File: config.mk
export PLATFORM = sky130hd
export DESIGN_NAME = lsu_data_top
export DESIGN_NICKNAME = d
export VERILOG_FILES = /design/src/common/lsu_pkg.sv /design/src/verilog/lsu_trigger_match.sv /design/src/verilog/lsu_txn_limiter.sv /design/src/wpt/lsu_wpt.sv /design/src/mpu/lsu_mpu.sv /design/src/verilog/lsu_data_top.sv
export SDC_FILE = /design/constraint.sdc
export NUM_CORES = 1
export LEC_CHECK = 0
export ABC_AREA = 1
export BUFFER_PORTS_ARGS = -buffer_cell sky130_fd_sc_hd__buf_2
export CAP_MARGIN = 20
export CORE_AREA = 2 2 109 111
export DETAILED_ROUTE_END_ITERATION = 6
export DIE_AREA = 0 0 111 113
export PLACE_DENSITY_LB_ADDON = 0.15
export SLEW_MARGIN = 25
export SYNTH_ARGS = -nofsm -noshare
export SYNTH_HDL_FRONTEND = slang
export SYNTH_SLANG_ARGS = --single-unit
File: constraint.sdc
create_clock -name clk -period 3.5 [get_ports clk]
set_input_delay 0.7 -clock clk [delete_from_list [all_inputs] [get_ports clk]]
set_output_delay 0.7 -clock clk [all_outputs]
set_load 0.1 [all_outputs]
File: src/common/lsu_pkg.sv
// Types for the LSU data request path, which assumes a 32-bit address and a 32-bit data bus
`default_nettype none

package lsu_pkg;

  ////////////////////////////////////////
  // Request and response words
  ////////////////////////////////////////

  // One load or store as issued by the core
  typedef struct packed {
    logic [31:0] addr;
    logic        we;
    logic [3:0]  be;
    logic [31:0] wdata;
  } obi_data_req_t;

  // Reply from the memory bus
  typedef struct packed {
    logic [31:0] rdata;
    logic        err;
  } bus_resp_t;

  // Protection result, a fault is reported by direction
  typedef enum logic [1:0] {
    MPU_OK       = 2'b00,
    MPU_RE_FAULT = 2'b01,
    MPU_WR_FAULT = 2'b10
  } mpu_status_e;

  typedef enum logic {
    ALIGN_OK  = 1'b0,
    ALIGN_ERR = 1'b1
  } align_status_e;

  // Full response word returned to the core
  typedef struct packed {
    bus_resp_t     bus_resp;
    mpu_status_e   mpu_status;
    align_status_e align_status;
    logic          wpt_match;
  } data_resp_t;

  ////////////////////////////////////////
  // Debug trigger settings
  ////////////////////////////////////////

  // The address is compared on its word bits only
  typedef struct packed {
    logic [31:0] addr;
    logic        match_load;
    logic        match_store;
  } trigger_cfg_t;

  ////////////////////////////////////////
  // State machine encodings
  ////////////////////////////////////////

  typedef enum logic [1:0] {
    WPT_IDLE       = 2'b00,
    WPT_MATCH_WAIT = 2'b01,
    WPT_MATCH_RESP = 2'b10
  } wpt_state_e;

  typedef enum logic [1:0] {
    MPU_IDLE          = 2'b00,
    MPU_RE_FAULT_WAIT = 2'b01,
    MPU_WR_FAULT_WAIT = 2'b10,
    MPU_RESP          = 2'b11
  } mpu_state_e;

endpackage

`default_nettype wire

File: src/verilog/lsu_trigger_match.sv
// Purely combinational watchpoint compare; byte offset bits [1:0] never take part in a match
`timescale 1ns/1ns
`default_nettype none

module lsu_trigger_match import lsu_pkg::*; #(
  parameter int NUM_TRIGGERS = 2
) (
  // Request as seen on the limiter side of the path
  input  obi_data_req_t                    trans_i,

  // Watchpoint settings, held stable by the top level
  input  trigger_cfg_t [NUM_TRIGGERS-1:0]  trig_cfg_i,

  // High when at least one watchpoint fires for trans_i
  output logic                             trigger_match_o
);

  // Per-trigger address compare result
  logic [NUM_TRIGGERS-1:0] addr_hit;

  // Per-trigger direction enable for the current request
  logic [NUM_TRIGGERS-1:0] dir_hit;

  // Triggers that fire in this cycle
  logic [NUM_TRIGGERS-1:0] trig_fire;

  ////////////////////////////////////////
  // Per-trigger compare
  ////////////////////////////////////////

  always_comb begin
    for (int i = 0; i < NUM_TRIGGERS; i++) begin
      // Only the word part of the address is compared
      addr_hit[i] = (trig_cfg_i[i].addr[31:2] == trans_i.addr[31:2]);

      // Stores look at match_store and loads at match_load
      if (trans_i.we) begin
        dir_hit[i] = trig_cfg_i[i].match_store;
      end else begin
        dir_hit[i] = trig_cfg_i[i].match_load;
      end
    end
  end

  // A trigger fires only when both the address and the direction agree
  assign trig_fire = addr_hit & dir_hit;

  ////////////////////////////////////////
  // Combined result
  ////////////////////////////////////////

  // Any single trigger is enough to claim the transaction
  assign trigger_match_o = |trig_fire;

endmodule

`default_nettype wire

File: src/verilog/lsu_txn_limiter.sv
// Outstanding transaction counter; core_resp_valid_i must pulse exactly once per accepted request
`timescale 1ns/1ns
`default_nettype none

module lsu_txn_limiter #(
  parameter int MAX_OUTSTANDING = 2
) (
  input  logic clk,
  input  logic rst_n,

  // Core request handshake
  input  logic core_trans_valid_i,
  output logic core_trans_ready_o,

  // Response pulse seen by the core
  input  logic core_resp_valid_i,

  // Handshake towards the watchpoint stage
  output logic lim_trans_valid_o,
  input  logic lim_trans_ready_i,

  // Exactly one transaction will be outstanding next cycle
  output logic one_txn_pend_n_o
);

  localparam int CNT_W = $clog2(MAX_OUTSTANDING + 1);

  logic [CNT_W-1:0] count_q;
  logic [CNT_W-1:0] count_n;
  logic             full;
  logic             accept;

  // Full only looks at the registered count
  assign full = (count_q == CNT_W'(MAX_OUTSTANDING));

  // Hold the request back while full
  assign lim_trans_valid_o  = core_trans_valid_i && !full;
  assign core_trans_ready_o = lim_trans_ready_i && !full;
  assign accept             = core_trans_valid_i && core_trans_ready_o;

  // Next count after this cycle's accept and response
  always_comb begin
    case ({accept, core_resp_valid_i})
      2'b10:   count_n = count_q + CNT_W'(1);
      2'b01:   count_n = count_q - CNT_W'(1);
      default: count_n = count_q;
    endcase
  end

  always_ff @(posedge clk or negedge rst_n) begin
    if (!rst_n) begin
      count_q <= '0;
    end else begin
      count_q <= count_n;
    end
  end

  assign one_txn_pend_n_o = (count_n == CNT_W'(1));

endmodule

`default_nettype wire

File: src/wpt/lsu_wpt.sv
// Watchpoint stage; the core always accepts a response and the pending count covers all stages
`timescale 1ns/1ns
`default_nettype none

module lsu_wpt import lsu_pkg::*; (
  input  logic          clk,
  input  logic          rst_n,

  // From the trigger compare block, same cycle as the request
  input  logic          trigger_match_i,

  // Request side towards the core
  input  logic          core_trans_valid_i,
  output logic          core_trans_ready_o,
  input  obi_data_req_t core_trans_i,

  // Request side towards the protection stage
  output logic          mpu_trans_valid_o,
  input  logic          mpu_trans_ready_i,
  output obi_data_req_t mpu_trans_o,

  // Response from the protection stage
  input  logic          mpu_resp_valid_i,
  input  data_resp_t    mpu_resp_i,

  // Response towards the core
  output logic          core_resp_valid_o,
  output data_resp_t    core_resp_o,

  // High when exactly one transaction will be outstanding next cycle
  input  logic          core_one_txn_pend_n_i
);

  wpt_state_e state_q;
  wpt_state_e state_n;

  logic wpt_block_core;
  logic wpt_block_bus;
  logic wpt_trans_ready;
  logic wpt_trans_valid;
  logic wpt_match;

  ////////////////////////////////////////
  // Watchpoint FSM
  ////////////////////////////////////////

  // A hit is claimed here and never forwarded downstream
  // The answer waits until the claimed transaction is the only one left
  // Nothing new is accepted between the claim and the answer
  always_comb begin
    state_n         = state_q;
    wpt_block_core  = 1'b0;
    wpt_block_bus   = 1'b0;
    wpt_trans_ready = 1'b0;
    wpt_trans_valid = 1'b0;
    wpt_match       = 1'b0;

    case (state_q)
      WPT_IDLE: begin
        if (trigger_match_i && core_trans_valid_i) begin
          // Keep the hit away from the protection stage
          wpt_block_bus = 1'b1;
          // Claim it only when the protection stage is not busy with a fault of its own
          if (mpu_trans_ready_i) begin
            wpt_trans_ready = 1'b1;
            state_n = core_one_txn_pend_n_i ? WPT_MATCH_RESP : WPT_MATCH_WAIT;
          end
        end
      end
      WPT_MATCH_WAIT: begin
        // Older transactions are still draining
        wpt_block_core = 1'b1;
        wpt_block_bus  = 1'b1;
        if (core_one_txn_pend_n_i) begin
          state_n = WPT_MATCH_RESP;
        end
      end
      WPT_MATCH_RESP: begin
        wpt_block_core  = 1'b1;
        wpt_block_bus   = 1'b1;
        wpt_trans_valid = 1'b1;
        wpt_match       = 1'b1;
        // The response is a single pulse so we always return to idle
        state_n = WPT_IDLE;
      end
      default: begin
        state_n = WPT_IDLE;
      end
    endcase
  end

  always_ff @(posedge clk or negedge rst_n) begin
    if (!rst_n) begin
      state_q <= WPT_IDLE;
    end else begin
      state_q <= state_n;
    end
  end

  ////////////////////////////////////////
  // Request and response paths
  ////////////////////////////////////////

  // Valid is built without looking at any ready
  assign mpu_trans_valid_o = core_trans_valid_i && !wpt_block_bus;
  assign mpu_trans_o       = core_trans_i;

  // Either the downstream path takes it or this stage claims it
  assign core_trans_ready_o = (mpu_trans_ready_i && !wpt_block_core) || wpt_trans_ready;

  assign core_resp_valid_o = mpu_resp_valid_i || wpt_trans_valid;

  // All fields pass through, wpt_match comes only from this stage
  always_comb begin
    core_resp_o           = mpu_resp_i;
    core_resp_o.wpt_match = wpt_match;
  end

endmodule

`default_nettype wire

File: src/mpu/lsu_mpu.sv
// Protection stage; a misaligned address wins over a denied one and faults never reach the bus
`timescale 1ns/1ns
`default_nettype none

module lsu_mpu import lsu_pkg::*; #(
  parameter logic [31:0] DENY_BASE = 32'h0000_8000,
  parameter logic [31:0] DENY_MASK = 32'hFFFF_C000
) (
  input  logic          clk,
  input  logic          rst_n,

  // Request side from the watchpoint stage
  input  logic          core_trans_valid_i,
  output logic          core_trans_ready_o,
  input  obi_data_req_t core_trans_i,

  // High when exactly one transaction will be outstanding next cycle
  input  logic          core_one_txn_pend_n_i,

  // Memory bus request
  output logic          bus_req_valid_o,
  input  logic          bus_req_ready_i,
  output obi_data_req_t bus_req_o,

  // Memory bus response
  input  logic          bus_resp_valid_i,
  input  bus_resp_t     bus_resp_i,

  // Response towards the watchpoint stage
  output logic          core_resp_valid_o,
  output data_resp_t    core_resp_o
);

  mpu_state_e state_q;
  mpu_state_e state_n;

  logic          misaligned;
  logic          denied;
  logic          fault;
  mpu_status_e   fault_mpu_n;
  align_status_e fault_align_n;
  mpu_status_e   fault_mpu_q;
  align_status_e fault_align_q;
  logic          fault_load;

  logic mpu_block_core;
  logic mpu_block_bus;
  logic mpu_trans_ready;
  logic mpu_resp_valid;

  ////////////////////////////////////////
  // Address checks
  ////////////////////////////////////////

  assign misaligned = (core_trans_i.addr[1:0] != 2'b00);
  assign denied     = ((core_trans_i.addr & DENY_MASK) == DENY_BASE);
  assign fault      = misaligned || denied;

  // Status that a fault in this cycle would report
  always_comb begin
    fault_mpu_n   = MPU_OK;
    fault_align_n = ALIGN_OK;
    if (misaligned) begin
      fault_align_n = ALIGN_ERR;
    end else if (denied) begin
      fault_mpu_n = core_trans_i.we ? MPU_WR_FAULT : MPU_RE_FAULT;
    end
  end

  ////////////////////////////////////////
  // Fault FSM
  ////////////////////////////////////////

  // Same claim, wait and answer scheme as the watchpoint stage
  always_comb begin
    state_n         = state_q;
    mpu_block_core  = 1'b0;
    mpu_block_bus   = 1'b0;
    mpu_trans_ready = 1'b0;
    mpu_resp_valid  = 1'b0;
    fault_load      = 1'b0;

    case (state_q)
      MPU_IDLE: begin
        if (core_trans_valid_i && fault) begin
          mpu_block_bus   = 1'b1;
          mpu_trans_ready = 1'b1;
          fault_load      = 1'b1;
          if (core_one_txn_pend_n_i) begin
            state_n = MPU_RESP;
          end else begin
            state_n = core_trans_i.we ? MPU_WR_FAULT_WAIT : MPU_RE_FAULT_WAIT;
          end
        end
      end
      MPU_RE_FAULT_WAIT, MPU_WR_FAULT_WAIT: begin
        mpu_block_core = 1'b1;
        mpu_block_bus  = 1'b1;
        if (core_one_txn_pend_n_i) begin
          state_n = MPU_RESP;
        end
      end
      MPU_RESP: begin
        mpu_block_core = 1'b1;
        mpu_block_bus  = 1'b1;
        mpu_resp_valid = 1'b1;
        state_n        = MPU_IDLE;
      end
      default: begin
        state_n = MPU_IDLE;
      end
    endcase
  end

  always_ff @(posedge clk or negedge rst_n) begin
    if (!rst_n) begin
      state_q <= MPU_IDLE;
    end else begin
      state_q <= state_n;
    end
  end

  // Status of the claimed fault, held for the answer in MPU_RESP
  always_ff @(posedge clk) begin
    if (fault_load) begin
      fault_mpu_q   <= fault_mpu_n;
      fault_align_q <= fault_align_n;
    end
  end

  ////////////////////////////////////////
  // Request and response paths
  ////////////////////////////////////////

  assign bus_req_valid_o = core_trans_valid_i && !mpu_block_bus;
  assign bus_req_o       = core_trans_i;

  // Ready stays high in idle with no request so that an upstream claim can go ahead
  assign core_trans_ready_o = (!mpu_block_core && (bus_req_ready_i || !core_trans_valid_i))
                              || mpu_trans_ready;

  assign core_resp_valid_o = bus_resp_valid_i || mpu_resp_valid;

  // Idle response path carries zero data and OK status
  always_comb begin
    core_resp_o              = '0;
    core_resp_o.mpu_status   = MPU_OK;
    core_resp_o.align_status = ALIGN_OK;
    if (bus_resp_valid_i) begin
      core_resp_o.bus_resp = bus_resp_i;
    end
    if (mpu_resp_valid) begin
      core_resp_o.mpu_status   = fault_mpu_q;
      core_resp_o.align_status = fault_align_q;
    end
  end

endmodule

`default_nettype wire

File: src/verilog/lsu_data_top.sv
// LSU data request path top; trig_cfg_i is expected to change only while no request is in flight
`timescale 1ns/1ns
`default_nettype none

module lsu_data_top import lsu_pkg::*; #(
  parameter int          NUM_TRIGGERS    = 2,
  parameter int          MAX_OUTSTANDING = 2,
  parameter logic [31:0] DENY_BASE       = 32'h0000_8000,
  parameter logic [31:0] DENY_MASK       = 32'hFFFF_C000
) (
  input  logic                            clk,
  input  logic                            rst_n,

  // Core request and response
  input  logic                            core_trans_valid_i,
  output logic                            core_trans_ready_o,
  input  obi_data_req_t                   core_trans_i,
  output logic                            core_resp_valid_o,
  output data_resp_t                      core_resp_o,

  // Watchpoint settings
  input  trigger_cfg_t [NUM_TRIGGERS-1:0] trig_cfg_i,

  // Memory bus
  output logic                            bus_req_valid_o,
  input  logic                            bus_req_ready_i,
  output obi_data_req_t                   bus_req_o,
  input  logic                            bus_resp_valid_i,
  input  bus_resp_t                       bus_resp_i
);

  ////////////////////////////////////////
  // Internal links
  ////////////////////////////////////////

  logic          lim_trans_valid;
  logic          lim_trans_ready;
  logic          one_txn_pend_n;
  logic          trigger_match;
  logic          wpt_mpu_valid;
  logic          wpt_mpu_ready;
  obi_data_req_t wpt_mpu_trans;
  logic          mpu_wpt_resp_valid;
  data_resp_t    mpu_wpt_resp;

  // Limiter counts every transaction the core sees answered
  lsu_txn_limiter #(
    .MAX_OUTSTANDING (MAX_OUTSTANDING)
  ) i_lsu_txn_limiter (
    .clk                (clk),
    .rst_n              (rst_n),
    .core_trans_valid_i (core_trans_valid_i),
    .core_trans_ready_o (core_trans_ready_o),
    .core_resp_valid_i  (core_resp_valid_o),
    .lim_trans_valid_o  (lim_trans_valid),
    .lim_trans_ready_i  (lim_trans_ready),
    .one_txn_pend_n_o   (one_txn_pend_n)
  );

  // Trigger compare sees the request payload directly
  lsu_trigger_match #(
    .NUM_TRIGGERS (NUM_TRIGGERS)
  ) i_lsu_trigger_match (
    .trans_i         (core_trans_i),
    .trig_cfg_i      (trig_cfg_i),
    .trigger_match_o (trigger_match)
  );

  lsu_wpt i_lsu_wpt (
    .clk                   (clk),
    .rst_n                 (rst_n),
    .trigger_match_i       (trigger_match),
    .core_trans_valid_i    (lim_trans_valid),
    .core_trans_ready_o    (lim_trans_ready),
    .core_trans_i          (core_trans_i),
    .mpu_trans_valid_o     (wpt_mpu_valid),
    .mpu_trans_ready_i     (wpt_mpu_ready),
    .mpu_trans_o           (wpt_mpu_trans),
    .mpu_resp_valid_i      (mpu_wpt_resp_valid),
    .mpu_resp_i            (mpu_wpt_resp),
    .core_resp_valid_o     (core_resp_valid_o),
    .core_resp_o           (core_resp_o),
    .core_one_txn_pend_n_i (one_txn_pend_n)
  );

  lsu_mpu #(
    .DENY_BASE (DENY_BASE),
    .DENY_MASK (DENY_MASK)
  ) i_lsu_mpu (
    .clk                   (clk),
    .rst_n                 (rst_n),
    .core_trans_valid_i    (wpt_mpu_valid),
    .core_trans_ready_o    (wpt_mpu_ready),
    .core_trans_i          (wpt_mpu_trans),
    .core_one_txn_pend_n_i (one_txn_pend_n),
    .bus_req_valid_o       (bus_req_valid_o),
    .bus_req_ready_i       (bus_req_ready_i),
    .bus_req_o             (bus_req_o),
    .bus_resp_valid_i      (bus_resp_valid_i),
    .bus_resp_i            (bus_resp_i),
    .core_resp_valid_o     (mpu_wpt_resp_valid),
    .core_resp_o           (mpu_wpt_resp)
  );

endmodule

`default_nettype wire

; ---- After elaboration in Yosys (flattened, before gate mapping)
; Cells that the tools add are included.
[classes]
add_sub_neg = 2
eq_ne = 17
muxes = 28
n_bitwise = 2
reduce_logical = 31
[ops]
columns = cell, count
row1 = $eq A30 B30 Y1, 2
row2 = $mux W33, 1
row3 = $eq A18 B2 Y1 const B, 1
row4 = $mux W2, 8
row5 = $mux W1, 13
row6 = $eq A2 B2 Y1 const B, 5
row7 = $logic_and A1 B1 Y1, 9
row8 = $eq A2 B1 Y1 const B, 4
row9 = $ne A2 B1 Y1 const B, 4
row10 = $pmux W2 S2, 2
row11 = $reduce_or A2 Y1, 4
row12 = $logic_not A1 Y1, 6
row13 = $logic_or A1 B1 Y1, 6
row14 = $pmux W2 S3, 1
row15 = $logic_not A2 Y1, 2
row16 = $pmux W1 S2, 2
row17 = $mux W3, 1
row18 = $reduce_and A3 Y1, 1
row19 = $reduce_or A3 Y1, 1
row20 = $add A2 B1 Y2 const B, 1
row21 = $and A2 B2 Y2, 1
row22 = $ne A2 B2 Y1 const B, 1
row23 = $reduce_and A2 Y1, 1
row24 = $reduce_bool A2 Y1, 1
row25 = 2 further kinds, 2
[totals]
regBits = 9
output_inout_bits = 109

; ---- Logic depth before layout (Yosys ltp)
[logic_depth]
ltp_word = 25
mapped_depth = 26
depth_no_buf = 26

; ---- By module
; From an unflattened synthesis, not the netlist that was laid out.
[unflattened]
cells_unflattened = 511
hier_area_um2 = 3250.6
[modules_own_cells]
columns = module, n_inst, cells_each, area_each_um2, seq_area_each_um2
row1 = lsu_mpu, 1, 204, 1231.2, 140.1
row2 = lsu_wpt, 1, 142, 1039.7, 50.0
row3 = lsu_trigger_match, 1, 146, 825.8, 0.0
row4 = lsu_txn_limiter, 1, 19, 153.9, 50.0

; ---- Least setup slack after synthesis
; OpenSTA, ideal clock, no wires.
[synth_path]
path_type = input to register
start = input port core_trans_i[56] (netlist bit)
end = register i_lsu_wpt.state_q[0]
setup_time_ps = 117
arrival_time_ps = 3783
t_required_ps = 3383
path_slack_ps = -401
cell_stages = 24
path_buffers = 0
path_cell_list = xnor2_1 nand2_1 nor2_2 nand2_1 nor2_1 nand2_1 nand2_1 nand3_1 nand2_1 nand2_2 nand3_2 nand2_2 a21boi_2 nand2_1 ha_1 a21oi_1 o21ai_0 xor2_1 inv_1 nand2_1 nand2_1 nand3_2 nand2_1 nand2_1
[synth_between]
elab_chain_cells = 25
word_cells_on_any_way = 37
cone_classes = eq/ne (9) / mux (12) / bitwise (1) / reduce/logical (15)
[synth_lines]
columns = element, line
row1 = "start, declared", lsu_data_top.sv:17  ; input obi_data_req_t core_trans_i,
row2 = $eq A30 B30 Y1, lsu_trigger_match.sv:34  ; addr_hit[i] = (trig_cfg_i[i].addr[31:2] == trans_i.addr[31:2]);
row3 = $and A2 B2 Y2, lsu_trigger_match.sv:46  ; assign trig_fire = addr_hit & dir_hit;
row4 = $reduce_or A2 Y1, lsu_trigger_match.sv:53  ; assign trigger_match_o = |trig_fire;
row5 = $logic_and A1 B1 Y1, lsu_wpt.sv:60  ; if (trigger_match_i && core_trans_valid_i) begin
row6 = $mux W1, lsu_wpt.sv:60
row7 = $pmux W1 S2, lsu_wpt.sv:58  ; case (state_q)
row8 = $logic_not A1 Y1, lsu_wpt.sv:105  ; assign mpu_trans_valid_o = core_trans_valid_i && !wpt_block_bus;
row9 = $logic_and A1 B1 Y1, lsu_wpt.sv:105
row10 = (+9 left out), --
row11 = net core_trans_ready_o, lsu_data_top.sv:16  ; output logic core_trans_ready_o,
row12 = (+1 left out), --
row13 = $eq A2 B1 Y1 or $eq A2 B2 Y1 (tied branches), lsu_txn_limiter.sv:43  ; case ({accept, core_resp_valid_i})
row14 = $pmux W2 S2 (*), lsu_txn_limiter.sv:43
row15 = net i_lsu_txn_limiter.count_n[1], lsu_txn_limiter.sv:29  ; logic [CNT_W-1:0] count_n;
row16 = $eq A2 B1 Y1 (*), lsu_txn_limiter.sv:58  ; assign one_txn_pend_n_o = (count_n == CNT_W'(1));
row17 = $mux W2, lsu_wpt.sv:66  ; state_n = core_one_txn_pend_n_i ? WPT_MATCH_RESP : WPT_MATCH_WAIT;
row18 = $mux W2, lsu_wpt.sv:64  ; if (mpu_trans_ready_i) begin
row19 = $mux W2, lsu_wpt.sv:60
row20 = $pmux W2 S2, lsu_wpt.sv:58
row21 = "end signal, assigned", lsu_wpt.sv:96  ; state_q <= state_n;
row22 = "end, declared", lsu_wpt.sv:34  ; wpt_state_e state_q;
; The timed path passes the listed nets; every way through them passes the cells marked *. The select of a mux whose other input is x is not followed.
; A chain may end at the register's enable or synchronous reset.

; ---- Final worst setup path
[layout_path]
start = input port core_trans_i[64] (netlist bit)
end = register i_lsu_mpu.state_q[0]
[layout_between]
elab_chain_cells = 24
word_cells_on_any_way = 35
cone_classes = eq/ne (8) / mux (11) / bitwise (1) / reduce/logical (15)
[layout_lines]
columns = element, line
row1 = $eq A30 B30 Y1, lsu_trigger_match.sv:34
row2 = $and A2 B2 Y2, lsu_trigger_match.sv:46
row3 = $reduce_or A2 Y1, lsu_trigger_match.sv:53
row4 = $logic_and A1 B1 Y1, lsu_wpt.sv:60
row5 = $mux W1, lsu_wpt.sv:60
row6 = $pmux W1 S2, lsu_wpt.sv:58
row7 = $logic_not A1 Y1, lsu_wpt.sv:105
row8 = $logic_and A1 B1 Y1, lsu_wpt.sv:105
row9 = (+9 left out), --
row10 = $logic_and A1 B1 Y1 (*), lsu_txn_limiter.sv:39  ; assign accept = core_trans_valid_i && core_trans_ready_o;
row11 = $eq A2 B1 Y1 or $eq A2 B2 Y1 (tied branches), lsu_txn_limiter.sv:43
row12 = $pmux W2 S2 (*), lsu_txn_limiter.sv:43
row13 = net i_lsu_txn_limiter.count_n[1], lsu_txn_limiter.sv:29
row14 = $eq A2 B1 Y1 (*), lsu_txn_limiter.sv:58
row15 = $mux W2, lsu_mpu.sv:89  ; if (core_one_txn_pend_n_i) begin
row16 = $mux W2, lsu_mpu.sv:85  ; if (core_trans_valid_i && fault) begin
row17 = $pmux W2 S3, lsu_mpu.sv:83  ; case (state_q)
row18 = "end signal, assigned", lsu_mpu.sv:119  ; state_q <= state_n;
row19 = "end, declared", lsu_mpu.sv:34  ; mpu_state_e state_q;
; Marked as above.

==> impl_metrics.ini <==
[routing]
drt-wirelength-per-cell_um = 10.92
avgViaCountPerCell = 3.961
vias = 2959
drt_iter0_drc = 41
dr.pass1.iters = 4
drc_errors = 0
drt_wl_total_mm = 8.157
ant_nets = 0

[power_and_ir_drop]
pwr_density_cell_mw_per_mm2 = 449.8
seqPwrFrac_pct = 10.5
total_power_uw = 1576
p_comb_share_pct = 77.0
ir_worst_vdd_v = 0.0002197
swShare_pct = 57.89
p_sw_uw = 912.4
internal_power_uw = 663.8
power_leakage_uw = 0.002282
pwr-share-clk_pct = 12.5

[global_route]
grt_overflow_total = 0
grt_pass1_vias = 2749
grt.total_usage_pct = 12.83
grt_pass1_wl_mm = 13.05
grt_max_degree = 24
grt_antenna_before_repair = 0

[floorplan]
die_area_mm2 = 0.01254
fp.dieW_um = 111
fp.coreArea_mm2 = 0.01127
start_util_pct = 23.28
io_pins = 284
fp-row-count = 39
die_height_um = 113

[yosys]
synth_mux_area_share_pct = 0
avgSynthCellArea_um2 = 5.667
yosys_warnings = 0
ys_seq_elements = 9
synth-adder-area-share_pct = 3.815
synthSimpleGateAreaFrac_pct = 36.72
yosysSeqAreaShare_pct = 9.156
synthXorXnorAreaFrac_pct = 13.69
synth_compound_area_share_pct = 2.861
synthDistinctLibCells = 28
synth_nets = 646
netlist_area_mm2 = 0.002624
syn_inst = 463
synth_top_family_by_area = simple AND/OR/NAND/NOR gates

[placement]
portBuffers = 207
placed_area_mm2 = 0.003381
post-place-cells = 742
gp_congestion = 0.8127
dpl.hpwl_mm = 7.619

[setup_path]
cp_common_cell = nand2_1
critical_path.max_stage_delay_ns = 0.22
worstSetupEndpointType = flip-flop
critPathRequiredTime_ns = 3.61
cp-start-kind = input port
crit_path_top_delay_cell = ha_4
reg2reg_slack_ns = 0.71
worstSetupPathType = input port to flip-flop
worst-path-max-fanout = 5
cp.arrival_ns = 3.29

[timing]
slew_violations = 0
fin_crit_sh_pct = 90.77
fin_worst_skew_ns = 0.0006029
worst_slew_pin_slew_ns = 0.5171
slew_headroom_pct = 65.76
setup_violations = 0
fmax_mhz = 314.8
period_minus_slack_ns = 3.177
hold_violations = 0

[final_layout]
layoutNonFillerInstCount = 747
drive_gt1_share_pct = 39.57
postLayoutCoreUtil_pct = 31.09
final_area_mm2 = 0.003505
nets = 788
diodes = 0
synthToLayoutAreaGrowth_pct = 33.57

[clock_network]
cts-root-buf = clkbuf_16
cts.sinks = 9
cts_buffers = 3
clk_latency_ns = 0.23
cts_tree = yes
h-tree-depth = 1
clock_path_buffers = 2
hold_buffers = 0
path_clk_slew_ns = 0.04

[worst_hold_path]
hold_class = input port to asynchronous set/reset pin

[run]
cap_viol_max_count = 0

[run_status]
outcome = finished, final reports clean
==> worst max-delay path: cells and delay by family <==
family | cells | cell delay (ns)
AND/OR/NAND/NOR | 16 | 1.30
XOR/XNOR | 1 | 0.22
adder cells (fa/ha/maj) | 1 | 0.22
AO/OA/AOI/OAI | 5 | 0.55
buffers and inverters | 3 | 0.30
==> cells in the final DEF (no fill, tap or decap), types with 2 or more instances in the layout <==
master and instances:
o21ai_0 2, nor2_2 2, a21oi_1 6, inv_2 3, nand3_2 3, ha_1 7
nor3_1 2, nand4_1 9, buf_12 2, inv_1 89, nand3_1 6, and2_1 2
clkbuf_16 3, nor4_1 6, xnor2_2 5, nand2_2 7, xor2_1 4, buf_2 205
xnor2_1 32, edfxtp_1 3, nor2_1 27, nand2_1 158, dfrtp_1 6, o21ai_1 3
buf_4 4
==> final cells by class <==
type / instances / area [um2]
Clock buffer: 4 / 78.83
Tap cell: 143 / 178.9
Multi-Input combinational cell: 288 / 1565
Fill cell: 1255 / 7767
Sequential cell: 9 / 240.2
Timing Repair Buffer: 211 / 1096
Inverter: 92 / 345.3
==> cells by family after synthesis <==
| logic type | Yosys count |
|---|---|
| AO/OA/AOI/OAI | 13 |
| XOR/XNOR | 41 |
| adder cells (fa/ha/maj) | 8 |
| buffers and inverters | 166 |
| flip-flops | 9 |
| AND/OR/NAND/NOR | 226 |
==> power groups by stage <==
| stage | registers, uW | clock network (uW) | logic, uW |
|---|---|---|---|
| after floorplan | 162 | 0 | 1130 |
| after global placement | 167 | 0 | 1190 |
| after detailed placement | 168 | 0 | 1200 |
| after CTS | 167 | 199 | 1210 |
| after global routing | 170 | 207 | 1320 |
| final | 166 | 197 | 1210 |
==> flip-flops by register name (all words and copies together), names as in the netlist <==
name,flops
i_lsu_mpu.fault_mpu_q,2
i_lsu_wpt.state_q,2
i_lsu_mpu.state_q,2
i_lsu_mpu.fault_align_q,1
i_lsu_txn_limiter.count_q,2
==> worst paths after layout <==
check	from	to	depth (start not counted)
hold reg to reg	i_lsu_mpu.state_q[1]	i_lsu_mpu.state_q[1]	2
min in group clk	i_lsu_mpu.state_q[1]	i_lsu_mpu.state_q[1]	2
hold / removal	rst_n	i_lsu_txn_limiter.count_q[0]	1
max in group asynchronous	rst_n	i_lsu_mpu.state_q[0]	1
setup reg to reg	i_lsu_txn_limiter.count_q[0]	i_lsu_mpu.state_q[0]	17
setup / recovery	core_trans_i[64]	i_lsu_mpu.state_q[0]	26
==> routing by layer <==
layer	GRT usage (%)	vias up	wire, um
li1	-	1574	-
met2	26.18	149	4366
met5	0	-	0
met3	2.464	16	730
met1	13.20	1220	2908
met4	3.583	0	151
==> synth_stat cells <==
library cell / n / area, um2
xnor2_1: 37 / 324.1
a21boi_2: 1 / 11.26
nor4_1: 6 / 37.54
inv_2: 2 / 7.510
edfxtp_1: 3 / 90.09
nand4_2: 1 / 12.51
nor2_2: 1 / 6.260
o21ai_0: 2 / 10.01
or3_1: 1 / 6.260
nor2_1: 28 / 105.1
nand3_1: 6 / 30.03
nand4_1: 9 / 56.30
nor3_1: 2 / 10.01
ha_1: 8 / 100.1
a21oi_1: 6 / 30.03
dfrtp_1: 6 / 150.1
nor3b_1: 1 / 7.510
xor2_1: 4 / 35.03
and2_1: 2 / 12.51
nor2_8: 1 / 20.02
clkbuf_1: 4 / 15.01
inv_1: 90 / 337.8
o21ai_1: 3 / 15.01
buf_4: 70 / 525.5
nand3_2: 3 / 30.03
nand2_1: 161 / 604.3
nand2_2: 4 / 25.02
a31o_2: 1 / 8.760
==> per-stage QoR <==
stage / hold slack [ns] / TNS, ns / setup slack, ns
global placement: 0.5184 / 0 / 0.1097
floorplan: 0.4044 / 0 / 0.03046
global route: 0.2969 / -0.007877 / -0.007877
CTS: 0.2919 / 0 / 0.3209
finish: 0.2838 / 0 / 0.3230
detailed placement: 0.5315 / 0 / 0.09968
==> timing repair <==
| action | 4_1_cts | 5_1_grt |
|---|---|---|
| setup buffers | 0 | 1 |
| endpoints found under the setup margin | 0 | 4 |
| resized for setup | 0 | 6 |
(Power assumes the default switching activity.)
